**src/rtl/fetch_pkg.sv**
```systemverilog
`default_nettype none

package fetch_pkg;

    // PC counts halfwords, byte address bit 0 is implied
    localparam int PC_W_DEF = 18;
    localparam int INSTR_W  = 32;

    // EBREAK, safe filler for decode (all-zero would decode as a load)
    localparam logic [INSTR_W-1:0] BUBBLE_INSTR = 32'h0010_0073;

    // Major opcode, instruction bits 6..2
    typedef enum logic [4:0] {
        BRANCH = 5'b11000,
        JALR   = 5'b11001,
        JAL    = 5'b11011,
        OTHER  = 5'b11111  // Everything without a control-flow effect here
    } opcode_e;

    // Immediate layouts the predictor has to unpack
    typedef enum logic [1:0] {
        IMM_I,
        IMM_B,
        IMM_J
    } imm_fmt_e;

    // Raw opcode bits to enum, unknown codes fold into OTHER
    function automatic opcode_e to_opcode(input logic [4:0] op_bits);
        opcode_e op;
        case (op_bits)
            5'b11000: op = BRANCH;
            5'b11001: op = JALR;
            5'b11011: op = JAL;
            default:  op = OTHER;
        endcase
        return op;
    endfunction

endpackage

`default_nettype wire
```
**src/rtl/fetch_stage.sv**
```systemverilog
`timescale 1ns/1ps
`default_nettype none

module fetch_stage #(
    parameter int PC_W = fetch_pkg::PC_W_DEF
) (
    input  logic                          clk_i,
    input  logic                          rst_i,

    // Instruction memory
    input  logic [fetch_pkg::INSTR_W-1:0] mem_data_i,
    input  logic                          mem_wait_i,
    output logic [PC_W-1:0]               mem_addr_o,

    // Pipeline controller
    input  logic                          stall_i,
    input  logic                          flush_i,
    output logic                          ready_o,

    // Execute
    input  logic                          redirect_valid_i,
    input  logic [PC_W-1:0]               redirect_pc_i,

    // Decode
    output logic [fetch_pkg::INSTR_W-1:0] instr_o,
    output logic [PC_W-1:0]               pc_o,
    output logic [PC_W-1:0]               pc_link_o
);
    import fetch_pkg::*;

    logic               is_compressed;
    logic [INSTR_W-1:0] expanded;
    logic [INSTR_W-1:0] instr_sel;  // What decode will see
    logic               taken;
    logic [PC_W-1:0]    target;

    assign is_compressed = (mem_data_i[1:0] != 2'b11);
    assign instr_sel     = is_compressed ? expanded : mem_data_i;
    assign ready_o       = ~mem_wait_i;

    rvc_expander u_rvc_expander (
        .rvc_i      (mem_data_i[15:0]),
        .expanded_o (expanded)
    );

    static_predictor #(
        .PC_W (PC_W)
    ) u_static_predictor (
        .instr_i  (instr_sel),
        .pc_i     (mem_addr_o),
        .taken_o  (taken),
        .target_o (target)
    );

    fetch_sequencer #(
        .PC_W (PC_W)
    ) u_fetch_sequencer (
        .clk_i            (clk_i),
        .rst_i            (rst_i),
        .stall_i          (stall_i),
        .flush_i          (flush_i),
        .redirect_valid_i (redirect_valid_i),
        .redirect_pc_i    (redirect_pc_i),
        .taken_i          (taken),
        .target_i         (target),
        .is_compressed_i  (is_compressed),
        .instr_i          (instr_sel),
        .fetch_pc_o       (mem_addr_o),  // Address goes out straight from the PC
        .pc_o             (pc_o),
        .instr_o          (instr_o),
        .pc_link_o        (pc_link_o)
    );

endmodule

`default_nettype wire

```
**src/rtl/fetch_sequencer.sv**
```systemverilog
`timescale 1ns/1ps
`default_nettype none

module fetch_sequencer #(
    parameter int PC_W = fetch_pkg::PC_W_DEF
) (
    input  logic                          clk_i,
    input  logic                          rst_i,

    // Pipeline control
    input  logic                          stall_i,
    input  logic                          flush_i,

    // Execute correction
    input  logic                          redirect_valid_i,
    input  logic [PC_W-1:0]               redirect_pc_i,

    // Current fetch
    input  logic                          taken_i,
    input  logic [PC_W-1:0]               target_i,
    input  logic                          is_compressed_i,
    input  logic [fetch_pkg::INSTR_W-1:0] instr_i,
    output logic [PC_W-1:0]               fetch_pc_o,

    // Toward decode
    output logic [PC_W-1:0]               pc_o,
    output logic [fetch_pkg::INSTR_W-1:0] instr_o,
    output logic [PC_W-1:0]               pc_link_o
);
    import fetch_pkg::*;

    logic [PC_W-1:0] pc_q;
    logic [PC_W-1:0] pc_seq;
    logic [PC_W-1:0] pc_next;

    // One halfword for RVC, two otherwise
    assign pc_seq = pc_q + (is_compressed_i ? PC_W'(1) : PC_W'(2));

    always_comb begin
        if (redirect_valid_i) begin
            pc_next = redirect_pc_i; // Execute knows better than the guess
        end else if (taken_i) begin
            pc_next = target_i;
        end else begin
            pc_next = pc_seq;
        end
    end

    always_ff @(posedge clk_i) begin
        if (rst_i) begin
            pc_q      <= '0;
            pc_o      <= '0;
            pc_link_o <= '0;
            instr_o   <= BUBBLE_INSTR;
        end else if (!stall_i) begin
            pc_q      <= pc_next;  // PC keeps moving even on flush
            pc_o      <= pc_q;
            pc_link_o <= pc_seq;
            instr_o   <= flush_i ? BUBBLE_INSTR : instr_i;
        end
    end

    assign fetch_pc_o = pc_q;

endmodule

`default_nettype wire

```
**src/rtl/static_predictor.sv**
```systemverilog
`timescale 1ns/1ps
`default_nettype none

module static_predictor #(
    parameter int PC_W = fetch_pkg::PC_W_DEF
) (
    input  logic [fetch_pkg::INSTR_W-1:0] instr_i,
    input  logic [PC_W-1:0]               pc_i,
    output logic                          taken_o,
    output logic [PC_W-1:0]               target_o
);
    import fetch_pkg::*;

    opcode_e            opcode;
    imm_fmt_e           imm_fmt;
    logic [INSTR_W-1:0] imm_bytes; // Sign-extended byte offset
    logic [PC_W-1:0]    imm_hw;    // Same offset in halfwords

    assign opcode = to_opcode(instr_i[6:2]);

    always_comb begin
        case (opcode)
            JAL:     imm_fmt = IMM_J;
            BRANCH:  imm_fmt = IMM_B;
            default: imm_fmt = IMM_I; // JALR lands here, target needs rs1
        endcase
    end

    always_comb begin
        case (imm_fmt)
            IMM_J: begin
                imm_bytes = {{12{instr_i[31]}}, instr_i[19:12], instr_i[20],
                             instr_i[30:21], 1'b0};
            end
            IMM_B: begin
                imm_bytes = {{20{instr_i[31]}}, instr_i[7], instr_i[30:25],
                             instr_i[11:8], 1'b0};
            end
            default: begin
                imm_bytes = {{21{instr_i[31]}}, instr_i[30:20]};
            end
        endcase
    end

    // Byte bit 0 is always zero for control transfers
    assign imm_hw = imm_bytes[PC_W:1];

    // Backward branches are usually loops
    assign taken_o = (opcode == JAL) ||
                     ((opcode == BRANCH) && imm_bytes[INSTR_W-1]);

    assign target_o = pc_i + imm_hw;

endmodule

`default_nettype wire

```
**src/rtl/rvc_expander.sv**
```systemverilog
`timescale 1ns/1ps
`default_nettype none

module rvc_expander (
    input  logic [15:0]                   rvc_i,
    output logic [fetch_pkg::INSTR_W-1:0] expanded_o
);
    import fetch_pkg::*;

    // 7-bit major opcodes of the expanded forms
    localparam logic [6:0] OPC_LOAD   = 7'b0000011;
    localparam logic [6:0] OPC_OP_IMM = 7'b0010011;
    localparam logic [6:0] OPC_STORE  = 7'b0100011;
    localparam logic [6:0] OPC_OP     = 7'b0110011;
    localparam logic [6:0] OPC_LUI    = 7'b0110111;
    localparam logic [6:0] OPC_BRANCH = {BRANCH, 2'b11};
    localparam logic [6:0] OPC_JALR   = {JALR, 2'b11};
    localparam logic [6:0] OPC_JAL    = {JAL, 2'b11};

    logic [4:0]  rd;        // Full 5-bit register fields
    logic [4:0]  rs2;
    logic [4:0]  rs1_p;     // x8..x15 from bits 9..7
    logic [4:0]  rs2_p;     // x8..x15 from bits 4..2
    logic [11:0] imm6_sx;   // CI immediate, sign-extended to 12 bits
    logic [19:0] jal_imm;   // Already in JAL bit order
    logic [2:0]  ca_funct3;

    assign rd      = rvc_i[11:7];
    assign rs2     = rvc_i[6:2];
    assign rs1_p   = {2'b01, rvc_i[9:7]};
    assign rs2_p   = {2'b01, rvc_i[4:2]};
    assign imm6_sx = {{7{rvc_i[12]}}, rvc_i[6:2]};

    // {imm[20], imm[10:1], imm[11], imm[19:12]}
    assign jal_imm = {rvc_i[12], rvc_i[8], rvc_i[10:9], rvc_i[6], rvc_i[7],
                      rvc_i[2], rvc_i[11], rvc_i[5:3], rvc_i[12], {8{rvc_i[12]}}};

    // C.SUB / C.XOR / C.OR / C.AND
    always_comb begin
        case (rvc_i[6:5])
            2'b00:   ca_funct3 = 3'b000;
            2'b01:   ca_funct3 = 3'b100;
            2'b10:   ca_funct3 = 3'b110;
            default: ca_funct3 = 3'b111;
        endcase
    end

    always_comb begin
        expanded_o = BUBBLE_INSTR; // Reserved or unsupported encodings
        case ({rvc_i[15:13], rvc_i[1:0]})
            5'b000_00: begin // C.ADDI4SPN
                if (rvc_i[12:5] != 8'd0) begin
                    expanded_o = {2'b00, rvc_i[10:7], rvc_i[12:11], rvc_i[5], rvc_i[6],
                                  2'b00, 5'd2, 3'b000, rs2_p, OPC_OP_IMM};
                end
            end
            5'b010_00: begin // C.LW
                expanded_o = {5'b0, rvc_i[5], rvc_i[12:10], rvc_i[6], 2'b00,
                              rs1_p, 3'b010, rs2_p, OPC_LOAD};
            end
            5'b110_00: begin // C.SW
                expanded_o = {5'b0, rvc_i[5], rvc_i[12], rs2_p, rs1_p, 3'b010,
                              rvc_i[11:10], rvc_i[6], 2'b00, OPC_STORE};
            end
            5'b000_01: expanded_o = {imm6_sx, rd, 3'b000, rd, OPC_OP_IMM}; // C.ADDI, C.NOP
            5'b001_01: expanded_o = {jal_imm, 5'd1, OPC_JAL};              // C.JAL, links x1
            5'b010_01: expanded_o = {imm6_sx, 5'd0, 3'b000, rd, OPC_OP_IMM}; // C.LI
            5'b011_01: begin
                if (rd == 5'd2) begin
                    // C.ADDI16SP, immediate in units of 16 bytes
                    if ({rvc_i[12], rvc_i[6:2]} != 6'd0) begin
                        expanded_o = {{3{rvc_i[12]}}, rvc_i[4:3], rvc_i[5], rvc_i[2],
                                      rvc_i[6], 4'b0000, 5'd2, 3'b000, 5'd2, OPC_OP_IMM};
                    end
                end else if ({rvc_i[12], rvc_i[6:2]} != 6'd0) begin
                    expanded_o = {{15{rvc_i[12]}}, rvc_i[6:2], rd, OPC_LUI}; // C.LUI
                end
            end
            5'b100_01: begin
                case (rvc_i[11:10])
                    2'b00, 2'b01: begin // C.SRLI / C.SRAI, bit 10 picks arithmetic
                        if (!rvc_i[12]) begin
                            expanded_o = {1'b0, rvc_i[10], 5'b0, rvc_i[6:2], rs1_p,
                                          3'b101, rs1_p, OPC_OP_IMM};
                        end
                    end
                    2'b10: expanded_o = {imm6_sx, rs1_p, 3'b111, rs1_p, OPC_OP_IMM}; // C.ANDI
                    default: begin
                        // Bit 12 set selects RV64-only forms
                        if (!rvc_i[12]) begin
                            expanded_o = {1'b0, (rvc_i[6:5] == 2'b00), 5'b0, rs2_p, rs1_p,
                                          ca_funct3, rs1_p, OPC_OP};
                        end
                    end
                endcase
            end
            5'b101_01: expanded_o = {jal_imm, 5'd0, OPC_JAL}; // C.J
            5'b110_01, 5'b111_01: begin
                // C.BEQZ / C.BNEZ, bit 13 becomes funct3[0]
                expanded_o = {rvc_i[12], {3{rvc_i[12]}}, rvc_i[6:5], rvc_i[2], 5'd0, rs1_p,
                              2'b00, rvc_i[13], rvc_i[11:10], rvc_i[4:3], rvc_i[12],
                              OPC_BRANCH};
            end
            5'b000_10: begin // C.SLLI
                if (!rvc_i[12]) begin
                    expanded_o = {7'b0, rvc_i[6:2], rd, 3'b001, rd, OPC_OP_IMM};
                end
            end
            5'b010_10: begin // C.LWSP
                if (rd != 5'd0) begin
                    expanded_o = {4'b0, rvc_i[3:2], rvc_i[12], rvc_i[6:4], 2'b00,
                                  5'd2, 3'b010, rd, OPC_LOAD};
                end
            end
            5'b100_10: begin
                if (!rvc_i[12]) begin
                    if (rs2 == 5'd0) begin
                        if (rd != 5'd0) begin
                            expanded_o = {12'b0, rd, 3'b000, 5'd0, OPC_JALR}; // C.JR
                        end
                    end else begin
                        expanded_o = {7'b0, rs2, 5'd0, 3'b000, rd, OPC_OP}; // C.MV
                    end
                end else if (rs2 == 5'd0) begin
                    if (rd == 5'd0) begin
                        expanded_o = BUBBLE_INSTR; // C.EBREAK, same word
                    end else begin
                        expanded_o = {12'b0, rd, 3'b000, 5'd1, OPC_JALR}; // C.JALR
                    end
                end else begin
                    expanded_o = {7'b0, rs2, rd, 3'b000, rd, OPC_OP}; // C.ADD
                end
            end
            5'b110_10: begin // C.SWSP
                expanded_o = {4'b0, rvc_i[8:7], rvc_i[12], rs2, 5'd2, 3'b010,
                              rvc_i[11:9], 2'b00, OPC_STORE};
            end
            default: expanded_o = BUBBLE_INSTR;
        endcase
    end

endmodule

`default_nettype wire

```
**config.mk**
```make
export PLATFORM = sky130hd
export DESIGN_NAME = fetch_stage
export DESIGN_NICKNAME = d
export VERILOG_FILES = /design/src/rtl/fetch_pkg.sv /design/src/rtl/fetch_stage.sv /design/src/rtl/fetch_sequencer.sv /design/src/rtl/static_predictor.sv /design/src/rtl/rvc_expander.sv
export SDC_FILE = /design/constraint.sdc
export NUM_CORES = 1
export LEC_CHECK = 0
export BUFFER_PORTS_ARGS = -buffer_cell sky130_fd_sc_hd__buf_2
export CORE_MARGIN = 3
export CORE_UTILIZATION = 55
export DETAILED_ROUTE_END_ITERATION = 8
export PLACE_DENSITY = 0.89
export SYNTH_ARGS = -nofsm -noshare
export SYNTH_HDL_FRONTEND = slang
export SYNTH_SLANG_ARGS = --single-unit
```
**constraint.sdc**
```tcl
create_clock -name clk_i -period 14 [get_ports clk_i]
set_clock_uncertainty 0.15 [all_clocks]
set_input_delay 0.7 -clock clk_i [delete_from_list [all_inputs] [get_ports clk_i]]
set_output_delay 0.7 -clock clk_i [all_outputs]
set_load 0.05 [all_outputs]
```
==> metrics.txt <==
post-synthesis area per instance=roughly 7.5 um^2; final-report max-slew violation count=0; switching pwr=about 0.25 mW; chip width=between 100 and 150 um; GR Util All Layers=0.346; Core ar.=0.0104 mm^2; layout cells sized above 1=0.200; combinational power share=0.304; clock root buffer=clkbuf_8; Routed Antenna Nets=0; Synthesized Nets=857; RR Startpoint=u_fetch_sequencer.fetch_pc_o[1]; WL final=roughly 21 mm; R2R setup slack=approximately 11000 ps; pwr dens=~96 mW/mm^2; Max VDD drop=just over 0.00007 V; ys flop type=dfxtp_1; outcome=completed; DRC viols=0; RR Endpoint=u_fetch_sequencer.fetch_pc_o[16]; Leak=around 3.0 nW; f_max=between 150 and 200 MHz; clk_lat worst skew=380 ps; Final Net Count=roughly 960; DP HPWL=roughly 15 mm; Setup TNS=0 ps; largest area contributor in the synthesized netlist=dfxtp_1; clock share of power=0.282; placed cell count=approximately 1.0k; Post-synth EDFFs=0; Initial Util=0.567; YS warnings=0; num ports=roughly 140; vias in the first global route=6002; Flop pwr share=0.413; largest net degree at the start of global routing=76; Hold Fails Final Rpt=0; Worst Path Required=around 14000 ps; Least-Margin Pin Slew=roughly 1200 ps; initial antenna violation count=0; sw frac=0.379; antenna cell count=0; library cells used by synthesis=80; Worst Min Path Start=u_fetch_sequencer.instr_o[1]; clock sinks=86; Buffers on Ports=~140; DIE HEIGHT=roughly 110 um; Worst Path Arrival=roughly 5900 ps; Crit Path Class=primary input to flip-flop; Core Rows=37; GRT overflow=0; met3 usage=0.0869; CP Max Fanout=26; clock slew at reported path FFs=around 90 ps; non-filler cells, final=approximately 1k; RSZ-0062 raised after global routing=false; busiest grt layer=met2; Worst Hold Path EP=u_fetch_sequencer.instr_o[1]; DIE AREA=about 0.012 mm^2; total CTS buffers=9; clk buf depth=2; number of synthesized register bits=86; Resized cells post-CTS=0; P&R area growth vs syn=15.0%; H-tree Lvls=3; Slew HR=0.197; Setup Buffers After CTS=0; type of the most critical hold path=flip-flop to flip-flop; sequential share of the synthesized area=0.293; Iteration-0 DRC Markers=about 820; hold path depth=1; Synth Instances=between 700 and 800; Post-Syn Area=just under 0.006 mm^2; drt pass-1 iters=6; Via-to-Cell Ratio=6.41; DR WL/cell=about 20 um; CP Capture Type=flip-flop; gpl congestion=1.03; share of the synthesized area in the top cell type=0.293; CTS Hold Buffers Added=0; crit share post-route=0.416; met2 Use GR=0.519; top post-synthesis cells by area=dfxtp_1 (29%), a21oi_1 (6.6%), nor2_1 (6.1%); Post-synth ARST share=0; # Max-Cap Violations=0; fin crit period=around 5800 ps; Startpoint Class=primary input; final setup violation count=0; depth of the worst register-to-register path=11; cell-internal power=0.401 mW; met1 usage=0.471; first-pass GRT wire length=approximately 32 mm; CTS tree=done; routed vias=about 6.6k
[layout by cell type, fill, tap and decap left out, types with 5 or more instances in the layout]
cell and n:
or3_1 8, nor3_1 17, a21oi_1 78, nand2_1 81, o21ai_0 55, xnor2_1 17
o22ai_1 6, a22o_1 14, a31oi_1 6, clkbuf_8 9, mux2i_1 33, nand2b_1 11
xor2_1 15, nor2_1 94, and3_1 11, o21ai_1 5, nor2b_1 8, inv_1 28
nand3_1 23, a221oi_1 6, dfxtp_1 86, a211oi_1 11, o21a_1 6, ha_1 19
buf_2 142, or2_2 5
[metrics by stage]
step	hold WS [ps]	power [mW]	instance area, um^2	util	setup slack [ps]
CTS	304	0.643	6760	0.652	8290
global route	328	0.674	6760	0.652	7800
finish	302	0.646	6760	0.652	8180
detailed placement	278	0.464	6560	0.632	7900
floorplan	528	0.411	5880	-	8890
global placement	272	0.463	6560	0.632	7900
[synthesized netlist by cell type, drive strengths merged (5+ instances only)]
cell type,count
o31ai,5
a31oi,6
nor3,17
nor2,96
mux2i,33
or3,8
xnor2,17
clkbuf,35
nand2,81
a22o,14
and3,12
dfxtp,86
or2,6
a221oi,7
nand3,23
inv,28
ha,19
buf,14
o22ai,6
a211oi,11
nor2b,8
xor2,15
o21a,7
a21oi,79
o21ai,60
o211ai,5
nand2b,11
[layer usage]
layer | vias up | part of all wire
met5 | - | 0
met4 | 0 | 0.042
met3 | 87 | 0.10
met2 | 400 | 0.44
met1 | 3068 | 0.42
li1 | 3026 | -
[worst max-delay path: stages]
cell	delay, ps
buf_2	360
nor2b_1	570
nand3_1	260
o21ai_0	230
nand2_1	140
a311oi_4	500
and3_1	350
inv_1	110
mux2_1	230
ha_1	160
inv_1	50
fa_1	410
nor2b_1	130
o21a_1	130
o21ai_0	130
a21oi_1	260
nor3_1	120
o31ai_1	450
nor4_1	80
a311o_1	330
a32o_1	230
[worst max-delay path by stage]
stage                  start                               end  slack, ps  cells after the start
2_1_floorplan  mem_data_i[6]  u_fetch_sequencer.fetch_pc_o[16]       8890                     23
3_3_place_gp   mem_data_i[0]  u_fetch_sequencer.fetch_pc_o[16]       7900                     21
3_5_place_dp   mem_data_i[0]  u_fetch_sequencer.fetch_pc_o[16]       7900                     21
4_1_cts        mem_data_i[0]  u_fetch_sequencer.fetch_pc_o[16]       8290                     21
5_1_grt        mem_data_i[0]  u_fetch_sequencer.fetch_pc_o[16]       7800                     21
6_report       mem_data_i[0]  u_fetch_sequencer.fetch_pc_o[16]       8180                     21
[state kept, by name, indices dropped and copies added (netlist names)]
register,count
u_fetch_sequencer.pc_link_o,18
u_fetch_sequencer.instr_o,32
u_fetch_sequencer.pc_o,18
u_fetch_sequencer.fetch_pc_o,18
[power by group through the flow]
stage               Clock, mW  Sequential [mW]  Combinational, mW
finish                  0.183            0.267              0.197
global route            0.193            0.269              0.211
floorplan                   0            0.307              0.104
global placement            0            0.272              0.191
CTS                     0.184            0.267              0.192
detailed placement          0            0.273              0.191
[final cells by class]
class	count	area, um^2
clock buffer	9	124
clock inverter	7	78.8
fill	928	3610
inverter	29	109
multi-input combinational	616	3830
sequential	86	1720
tap	136	170
timing repair buffer	144	726
[logic make-up after synthesis]
family | share of synthesized area
flops | 0.293
compound gates | 0.271
buf+inv | 0.0558
fa+ha+maj | 0.0473
mux | 0.0600
simple gates | 0.225
xor+xnor | 0.0477
(Power assumes the default switching activity.)
